### src/common/bram_ctrl_consts.svh
`ifndef BRAM_CTRL_CONSTS_SVH
`define BRAM_CTRL_CONSTS_SVH

// ========================================
// Bus widths
// ========================================

// Byte address, AXI and BRAM side alike
`define BC_ADDR_W 32
`define BC_DATA_W 32   // One memory word
`define BC_STRB_W 4    // One strobe bit per byte lane

// ========================================
// AXI response codes
// ========================================
`define BC_RESP_OKAY 2'b00  // No error path, always OKAY

`endif

### src/common/bram_ctrl_pkg.sv
`include "bram_ctrl_consts.svh"

package bram_ctrl_pkg;

  // One memory word, seen whole or as byte lanes
  typedef union packed {
    logic [`BC_DATA_W-1:0]       word;   // BRAM side view
    logic [`BC_STRB_W-1:0][7:0]  bytes;  // Merge view, lane 0 is the low byte
  } mem_word_u;

  // Master that owns the BRAM access in progress
  typedef enum logic [1:0] {
    OWNER_NONE = 2'd0,  // Sequencer free
    OWNER_AXI  = 2'd1,
    OWNER_DBG  = 2'd2
  } owner_e;

endpackage

### src/common/mem_req_if.sv
`timescale 1ns/1ps
`include "bram_ctrl_consts.svh"

// Single word access, one request in flight
interface mem_req_if;
  import bram_ctrl_pkg::*;

  logic                  valid;  // Held until done
  logic                  write;  // 1 = merge write, 0 = read
  logic [`BC_ADDR_W-1:0] addr;
  mem_word_u             wdata;
  logic [`BC_STRB_W-1:0] wstrb;
  logic                  done;   // One cycle pulse
  mem_word_u             rdata;  // Valid with done only

  // Side that issues the access
  modport requester (
    output valid, write, addr, wdata, wstrb,
    input  done, rdata
  );

  // Side that carries it out
  modport server (
    input  valid, write, addr, wdata, wstrb,
    output done, rdata
  );

endinterface

### src/rtl/axi_lite_front.sv
`timescale 1ns/1ps
`include "bram_ctrl_consts.svh"

module axi_lite_front (
  input  logic                  clk,
  input  logic                  rst_n,
  // Write address and data channels
  input  logic                  awvalid,
  output logic                  awready,
  input  logic [`BC_ADDR_W-1:0] awaddr,
  input  logic                  wvalid,
  output logic                  wready,
  input  logic [`BC_DATA_W-1:0] wdata,
  input  logic [`BC_STRB_W-1:0] wstrb,
  // Write response channel
  output logic                  bvalid,
  input  logic                  bready,
  output logic [1:0]            bresp,
  // Read channels
  input  logic                  arvalid,
  output logic                  arready,
  input  logic [`BC_ADDR_W-1:0] araddr,
  output logic                  rvalid,
  input  logic                  rready,
  output logic [`BC_DATA_W-1:0] rdata,
  output logic [1:0]            rresp,
  mem_req_if.requester          req
);

  typedef enum logic [1:0] {
    S_IDLE,   // Ready to accept
    S_BUSY,   // Request in flight
    S_WRESP,  // Waiting on bready
    S_RRESP   // Waiting on rready
  } state_e;

  state_e                state;
  logic                  wr_accept;
  logic                  rd_accept;
  logic                  write_q;
  logic [`BC_ADDR_W-1:0] addr_q;
  logic [`BC_DATA_W-1:0] wdata_q;
  logic [`BC_STRB_W-1:0] wstrb_q;
  logic [`BC_DATA_W-1:0] rdata_q;

  // ========================================
  // Accept, write wins over read
  // ========================================
  assign wr_accept = (state == S_IDLE) && awvalid && wvalid;
  assign rd_accept = (state == S_IDLE) && arvalid && !(awvalid && wvalid);

  assign awready = wr_accept;  // AW and W pulse together
  assign wready  = wr_accept;
  assign arready = rd_accept;

  always_ff @(posedge clk or negedge rst_n) begin
    if (!rst_n) begin
      state <= S_IDLE;
    end else begin
      case (state)
        S_IDLE:  if (wr_accept || rd_accept) state <= S_BUSY;
        S_BUSY:  if (req.done) state <= write_q ? S_WRESP : S_RRESP;
        S_WRESP: if (bready) state <= S_IDLE;
        S_RRESP: if (rready) state <= S_IDLE;
        default: state <= S_IDLE;
      endcase
    end
  end

  // Latches for the accepted request and the read word
  always_ff @(posedge clk) begin
    if (wr_accept) begin
      write_q <= 1'b1;
      addr_q  <= awaddr;
      wdata_q <= wdata;
      wstrb_q <= wstrb;
    end else if (rd_accept) begin
      write_q <= 1'b0;
      addr_q  <= araddr;  // Strobes unused on reads
    end
    if (state == S_BUSY && req.done) rdata_q <= req.rdata.word;
  end

  // ========================================
  // Request and responses
  // ========================================
  assign req.valid      = (state == S_BUSY);  // One cycle after accept
  assign req.write      = write_q;
  assign req.addr       = addr_q;
  assign req.wdata.word = wdata_q;
  assign req.wstrb      = wstrb_q;

  assign bvalid = (state == S_WRESP);  // Held until bready
  assign rvalid = (state == S_RRESP);
  assign rdata  = rdata_q;
  assign bresp  = `BC_RESP_OKAY;
  assign rresp  = `BC_RESP_OKAY;

  // Responses stay up until the master takes them
  a_bvalid_hold: assert property (@(posedge clk) disable iff (!rst_n)
    bvalid && !bready |=> bvalid);
  a_rvalid_hold: assert property (@(posedge clk) disable iff (!rst_n)
    rvalid && !rready |=> rvalid && $stable(rdata));

endmodule

### src/rtl/access_arbiter.sv
`timescale 1ns/1ps
`include "bram_ctrl_consts.svh"

module access_arbiter (
  input  logic                  clk,
  input  logic                  rst_n,
  mem_req_if.server             axi,
  input  logic [`BC_ADDR_W-1:0] dbg_addr,
  input  logic [`BC_DATA_W-1:0] dbg_wdata,
  input  logic                  dbg_read_en,
  input  logic                  dbg_write_en,
  output logic [`BC_DATA_W-1:0] dbg_rdata,
  output logic                  dbg_ready,
  mem_req_if.requester          seq
);
  import bram_ctrl_pkg::*;

  owner_e                owner;
  logic                  free;
  logic                  dbg_req_now;
  logic                  grant_axi;
  logic                  grant_dbg_pend;
  logic                  grant_dbg_new;
  logic                  dbg_pend;     // Debug request seen in an earlier cycle
  logic                  dbg_wr_q;
  logic [`BC_ADDR_W-1:0] dbg_addr_q;
  logic [`BC_DATA_W-1:0] dbg_wdata_q;
  logic [`BC_DATA_W-1:0] dbg_rdata_q;
  logic                  seq_valid;
  logic                  seq_write_q;
  logic [`BC_ADDR_W-1:0] seq_addr_q;
  mem_word_u             seq_wdata_q;
  logic [`BC_STRB_W-1:0] seq_wstrb_q;

  // ========================================
  // Priority: latched dbg, AXI, new dbg
  // ========================================
  assign free           = (owner == OWNER_NONE);
  assign dbg_req_now    = dbg_read_en || dbg_write_en;
  assign grant_dbg_pend = free && dbg_pend;
  assign grant_axi      = free && !dbg_pend && axi.valid;
  assign grant_dbg_new  = free && !dbg_pend && !axi.valid && dbg_req_now;

  always_ff @(posedge clk or negedge rst_n) begin
    if (!rst_n) begin
      owner     <= OWNER_NONE;
      seq_valid <= 1'b0;
      dbg_pend  <= 1'b0;
    end else begin
      if (seq.done) begin
        owner     <= OWNER_NONE;  // Free again next cycle
        seq_valid <= 1'b0;
      end else if (grant_axi) begin
        owner     <= OWNER_AXI;
        seq_valid <= 1'b1;
      end else if (grant_dbg_pend || grant_dbg_new) begin
        owner     <= OWNER_DBG;
        seq_valid <= 1'b1;
      end
      // Debug request lost the race, hold it for later
      if (grant_dbg_pend) dbg_pend <= 1'b0;
      else if (dbg_req_now && owner != OWNER_DBG && !grant_dbg_new) dbg_pend <= 1'b1;
    end
  end

  always_ff @(posedge clk) begin
    if (dbg_req_now && !dbg_pend) begin
      dbg_wr_q    <= dbg_write_en;
      dbg_addr_q  <= dbg_addr;
      dbg_wdata_q <= dbg_wdata;
    end
    // Request copy for the sequencer, loaded at grant
    if (grant_axi) begin
      seq_write_q <= axi.write;
      seq_addr_q  <= axi.addr;
      seq_wdata_q <= axi.wdata;
      seq_wstrb_q <= axi.wstrb;
    end else if (grant_dbg_pend) begin
      seq_write_q      <= dbg_wr_q;
      seq_addr_q       <= dbg_addr_q;
      seq_wdata_q.word <= dbg_wdata_q;
      seq_wstrb_q      <= {`BC_STRB_W{1'b1}};  // Debug is whole word
    end else if (grant_dbg_new) begin
      seq_write_q      <= dbg_write_en;
      seq_addr_q       <= dbg_addr;
      seq_wdata_q.word <= dbg_wdata;
      seq_wstrb_q      <= {`BC_STRB_W{1'b1}};
    end
    if (dbg_ready) dbg_rdata_q <= seq.rdata.word;
  end

  // ========================================
  // Forward and route completion
  // ========================================
  assign seq.valid = seq_valid;
  assign seq.write = seq_write_q;
  assign seq.addr  = seq_addr_q;
  assign seq.wdata = seq_wdata_q;
  assign seq.wstrb = seq_wstrb_q;

  assign axi.done  = seq.done && (owner == OWNER_AXI);
  assign axi.rdata = seq.rdata;
  assign dbg_ready = seq.done && (owner == OWNER_DBG);
  assign dbg_rdata = dbg_ready ? seq.rdata.word : dbg_rdata_q;  // Held after ready

  // Owner fixed for the whole access
  a_owner_stable: assert property (@(posedge clk) disable iff (!rst_n)
    seq.valid && $past(seq.valid) |-> $stable(owner));
  a_dbg_ready_owner: assert property (@(posedge clk) disable iff (!rst_n)
    dbg_ready |-> owner == OWNER_DBG && $past(seq.valid));

endmodule

### src/rtl/bram_sequencer.sv
`timescale 1ns/1ps
`include "bram_ctrl_consts.svh"

module bram_sequencer (
  input  logic                  clk,
  input  logic                  rst_n,
  mem_req_if.server             req,
  output logic [`BC_ADDR_W-1:0] bram_addr,   // Held until bram_done
  output logic [`BC_DATA_W-1:0] bram_wdata,
  input  logic [`BC_DATA_W-1:0] bram_rdata,
  output logic                  bram_read,   // One cycle pulse
  output logic                  bram_write,  // One cycle pulse
  input  logic                  bram_done
);
  import bram_ctrl_pkg::*;

  typedef enum logic [1:0] {
    S_IDLE,   // Waiting for a request
    S_READ,   // Read out, waiting on bram_done
    S_MERGE,  // Strobed bytes over the old word
    S_WRITE   // Write back out, waiting on bram_done
  } state_e;

  state_e    state;
  mem_word_u old_q;   // Word read back for the merge
  mem_word_u merged;

  // ========================================
  // Byte merge
  // ========================================
  always_comb begin
    merged = old_q;
    for (int i = 0; i < `BC_STRB_W; i++) begin
      if (req.wstrb[i]) merged.bytes[i] = req.wdata.bytes[i];  // New lane
    end
  end

  // ========================================
  // BRAM port sequencing
  // ========================================
  always_ff @(posedge clk or negedge rst_n) begin
    if (!rst_n) begin
      state      <= S_IDLE;
      bram_read  <= 1'b0;
      bram_write <= 1'b0;
    end else begin
      bram_read  <= 1'b0;  // Pulses by default off
      bram_write <= 1'b0;
      case (state)
        S_IDLE: begin
          if (req.valid) begin
            bram_read <= 1'b1;  // Writes read first too
            state     <= S_READ;
          end
        end
        S_READ: if (bram_done) state <= req.write ? S_MERGE : S_IDLE;
        S_MERGE: begin
          bram_write <= 1'b1;
          state      <= S_WRITE;
        end
        S_WRITE: if (bram_done) state <= S_IDLE;
        default: state <= S_IDLE;
      endcase
    end
  end

  always_ff @(posedge clk) begin
    if (state == S_IDLE && req.valid) bram_addr <= req.addr;
    if (state == S_READ && bram_done) old_q.word <= bram_rdata;
    if (state == S_MERGE) bram_wdata <= merged.word;
  end

  // Read ends on its own bram_done, write on the second one
  assign req.done = bram_done &&
                    ((state == S_READ && !req.write) || state == S_WRITE);
  assign req.rdata.word = bram_rdata;

  // ========================================
  // Port checks
  // ========================================
  a_no_rd_wr: assert property (@(posedge clk) disable iff (!rst_n)
    !(bram_read && bram_write));
  a_one_outstanding: assert property (@(posedge clk) disable iff (!rst_n)
    (bram_read || bram_write) |=> (!bram_read && !bram_write) until_with bram_done);

endmodule

### src/rtl/bram_controller.sv
`timescale 1ns/1ps
`include "bram_ctrl_consts.svh"

module bram_controller (
  input  logic                  clk,
  input  logic                  rst_n,
  // AXI4-Lite slave
  input  logic                  awvalid,
  output logic                  awready,
  input  logic [`BC_ADDR_W-1:0] awaddr,
  input  logic                  wvalid,
  output logic                  wready,
  input  logic [`BC_DATA_W-1:0] wdata,
  input  logic [`BC_STRB_W-1:0] wstrb,
  output logic                  bvalid,
  input  logic                  bready,
  output logic [1:0]            bresp,
  input  logic                  arvalid,
  output logic                  arready,
  input  logic [`BC_ADDR_W-1:0] araddr,
  output logic                  rvalid,
  input  logic                  rready,
  output logic [`BC_DATA_W-1:0] rdata,
  output logic [1:0]            rresp,
  // BRAM port
  output logic [`BC_ADDR_W-1:0] bram_addr,
  output logic [`BC_DATA_W-1:0] bram_wdata,
  input  logic [`BC_DATA_W-1:0] bram_rdata,
  output logic                  bram_read,
  output logic                  bram_write,
  input  logic                  bram_done,
  // Debug port, held until dbg_ready
  input  logic [`BC_ADDR_W-1:0] dbg_addr,
  input  logic [`BC_DATA_W-1:0] dbg_wdata,
  input  logic                  dbg_read_en,
  input  logic                  dbg_write_en,
  output logic [`BC_DATA_W-1:0] dbg_rdata,
  output logic                  dbg_ready
);

  mem_req_if axi_req ();  // Front end to arbiter
  mem_req_if seq_req ();  // Arbiter to sequencer

  axi_lite_front front_i (
    .clk, .rst_n, .awvalid, .awready, .awaddr, .wvalid, .wready, .wdata, .wstrb,
    .bvalid, .bready, .bresp, .arvalid, .arready, .araddr, .rvalid, .rready,
    .rdata, .rresp, .req(axi_req.requester)
  );

  access_arbiter arbiter_i (
    .clk, .rst_n, .axi(axi_req.server), .dbg_addr, .dbg_wdata, .dbg_read_en,
    .dbg_write_en, .dbg_rdata, .dbg_ready, .seq(seq_req.requester)
  );

  bram_sequencer sequencer_i (
    .clk, .rst_n, .req(seq_req.server), .bram_addr, .bram_wdata, .bram_rdata,
    .bram_read, .bram_write, .bram_done
  );

endmodule

### config.mk
export PLATFORM = sky130hd
export DESIGN_NAME = bram_controller
export DESIGN_NICKNAME = d
export VERILOG_FILES = /design/src/common/bram_ctrl_pkg.sv /design/src/common/mem_req_if.sv /design/src/rtl/axi_lite_front.sv /design/src/rtl/access_arbiter.sv /design/src/rtl/bram_sequencer.sv /design/src/rtl/bram_controller.sv
export VERILOG_INCLUDE_DIRS = /design/src /design/src/common
export SDC_FILE = /design/constraint.sdc
export NUM_CORES = 1
export LEC_CHECK = 0
export BUFFER_PORTS_ARGS = -buffer_cell sky130_fd_sc_hd__buf_2
export CORE_MARGIN = 5
export CORE_UTILIZATION = 50
export CTS_CLUSTER_SIZE = 14
export DETAILED_ROUTE_END_ITERATION = 8
export PLACE_DENSITY = 0.76
export SLEW_MARGIN = 30
export SYNTH_ARGS = -nofsm -noshare
export SYNTH_HDL_FRONTEND = slang
export SYNTH_SLANG_ARGS = --single-unit
### constraint.sdc
create_clock -name clk -period 13.4 [get_ports clk]
set_input_delay 1.34 -clock clk [delete_from_list [all_inputs] [get_ports clk]]
set_output_delay 1.34 -clock clk [all_outputs]
set_load 0.1 [all_outputs]
==> out/metrics.yaml <==
status: "finished, final reports clean"
ys.warnings.count: 0
syn_inst: 766
finalSetupTns_ns: 0
globalplace.congestion: 0.7787
start_util_pct: 50.75
cts_repair_resize_count: 0
yosysMostFrequentCell: "edfxtp_1"
antenna_found_initial: 10
grt_max_degree: 72
grt_pass1_vias: 8865
crit_arrival_ns: 3.21
ys_async_sr_fraction_pct: 2.681
maxCapViolCount: 0
wl_per_cell_um: 22.44
maxSlewViolCount: 0
synth_ff_type: "edfxtp_1"
clock.fmax_ghz: 0.2199
cts_tree: "built"
fin_ws_ns: 8.851
die_y_um: 175.2
ant_nets: 0
core_mm2: 0.02688
fin_crit_ns: 4.549
stdcell_count: 1487
viasPerCell: 5.674
hpwl_um: 21160
ys_types: 37
place_ws_ns: 8.794
htree_levels: 2
cpMostUsedCell: "buf_2"
setup_viol_count_final: 0
ys_seq_area_share_pct: 79.32
hold_violations: 0
leakagePower_nw: 6.395
die-area_mm2: 0.03068
cts.sinks: 373
ios: 346
synth_edf_count: 330
syn-cell-area_mm2: 0.01364
synth_top_cell_by_area: "edfxtp_1"
postCtsSetupBuffers: 0
critPathLaunchType: "input port"
fin_nets: 1315
cp-end-kind: "output port"
grt_pass1_wl_um: 50360
clock_latency_ns: 0.51
synth.area.top_cells: "edfxtp_1, mux2_2, o22ai_1"
power_switching_mw: 0.4533
p_seq_share_pct: 52.1
slowest_delay_ns: 0.48
placed_cells: 1408
synthTopCellsByCount: "edfxtp_1, o22ai_1, mux2_2, a21oi_1, dfxtp_1"
cts_buffers: 39
clk_pin_slew_ns: 0.05
critPathKind: "in2out"
vdd_drop_max_mv: 0.1036
p_int_mw: 1.967
fin_crit_sh_pct: 33.94
overflow: 0
vias: 8437
numPortBuffers: 341
netlist.area_leader.share_pct: 72.65
ys_ff_latch: 373
die_w_um: 175.2
p_comb_share_pct: 2.6
hold_path.class: "reg2reg"
syn_to_final_growth_pct: 25.05
num_rows: 60
pwr-share-clk_pct: 45.3
drt_pass1_iterations: 5
p_sw_share_pct: 18.73
max_slew.worst_pin.slew_ns: 0.9122
worstPathRequired_ns: 12.06
wl_um: 33360
avgSynthCellArea_um2: 17.81
skew_ns: 0.01320
crit_slowest_cell: "nor4b_4"
crit_fanout: 21
cts_hold_buf: 0
clock_path_buffers: 3
slew_headroom_pct: 39.19
drc: 0
rsz0062_at_grt: "false"
root_buffer: "clkbuf_16"
postLayoutCoreUtil_pct: 63.47
drive_gt1_share_pct: 46.05
drt_iter0_drc: 511
p_per_area_mw_per_mm2: 141.9
track_usage_pct: 21.16
path_cells: "buf_2, nand2_2, nor4b_4, buf_4, mux2_2, buf_2"
[kinds of logic after synthesis]
kind of cell / after synthesis / share of synthesized area [%]
simple gates: 29 / 1.348
other cells: 1 / 0.02749
mux: 98 / 8.081
flops: 373 / 79.32
compound gates: 208 / 9.099
buf+inv: 57 / 2.119
[power groups by stage]
| stage | logic, mW | clock network, mW | registers, mW |
|---|---|---|---|
| after global placement | 0.0595 | 0 | 1.28 |
| after detailed placement | 0.0622 | 0 | 1.28 |
| final | 0.0630 | 1.10 | 1.26 |
| after global routing | 0.0697 | 1.17 | 1.26 |
| after floorplan | 0.0212 | 0 | 1.28 |
| after CTS | 0.0630 | 1.12 | 1.26 |
[critical path: cells and delay by family]
family	cells	cell delay, ns
buffers and inverters	3	0.81
multiplexers	1	0.40
AND/OR/NAND/NOR	2	0.65
[per-stage QoR]
step / instance area, µm² / total power [mW] / hold WS (ns)
finish: 17060 / 2.420 / 0.4182
global route: 17060 / 2.503 / 0.4221
detailed placement: 15700 / 1.347 / 0.4045
CTS: 17020 / 2.444 / 0.4166
global placement: 15640 / 1.344 / 0.4008
floorplan: 13650 / 1.306 / 0.4003
[layer usage]
layer  wire, µm  up-vias  track usage, %
met5         40        -               0
met4        906        4           7.758
met3       2264       72           4.132
met2      17200      374           36.15
met1      12950     4198           27.08
li1           -     3789               -
[path summary, 6_finish.rpt]
path | startpoint | to | cells past startpoint | slack, ns
min in group asynchronous | rst_n | sequencer_i.state[0] | 1 | 0.70
worst min register to register | arbiter_i.seq.addr[30] | sequencer_i.bram_addr[30] | 0 | 0.42
worst min-delay path | arbiter_i.seq.addr[30] | sequencer_i.bram_addr[30] | 0 | 0.42
max in group asynchronous | rst_n | front_i.state[0] | 1 | 12.47
worst max register to register | front_i.state[0] | arbiter_i.seq.wdata[7] | 4 | 10.12
worst max-delay path | bram_done | dbg_rdata[22] | 6 | 8.85
[cells in the final DEF (no fill, tap or decap), types with 4 or more instances in the layout]
cell / instances
bufinv_16: 5
o22ai_1: 130
clkbuf_8: 4
clkbuf_1: 6
clkinv_2: 8
edfxtp_1: 330
conb_1: 4
nor2_1: 4
diode_2: 8
or3_1: 4
a21oi_1: 66
dfrtp_1: 10
mux2_2: 97
dfxtp_1: 33
clkbuf_16: 41
clkinv_1: 6
buf_4: 9
buf_2: 341
[flip-flops by register name, indices dropped and copies added, names as in the netlist, 2 cells and up, named ones only]
name                    cells
arbiter_i.dbg_rdata_q      32
arbiter_i.seq.wdata        32
arbiter_i.seq.addr         32
front_i.rdata              32
sequencer_i.old_q          32
sequencer_i.bram_wdata     32
front_i.req.wstrb           4
arbiter_i.owner             2
arbiter_i.seq.wstrb         4
front_i.req.addr           32
front_i.state               2
sequencer_i.bram_addr      32
arbiter_i.dbg_addr_q       32
arbiter_i.dbg_wdata_q      32
front_i.req.wdata          32
[cell type report]
type	count	area, µm²
antenna	8	20.02
clock buffer	51	1104
clock inverter	19	212.7
fill	1975	9818
inverter	2	7.507
multi-input combinational	339	2606
sequential	373	10820
tap	341	426.7
timing repair buffer	354	1861
Note: power is estimated with default switching activity, not from simulation.
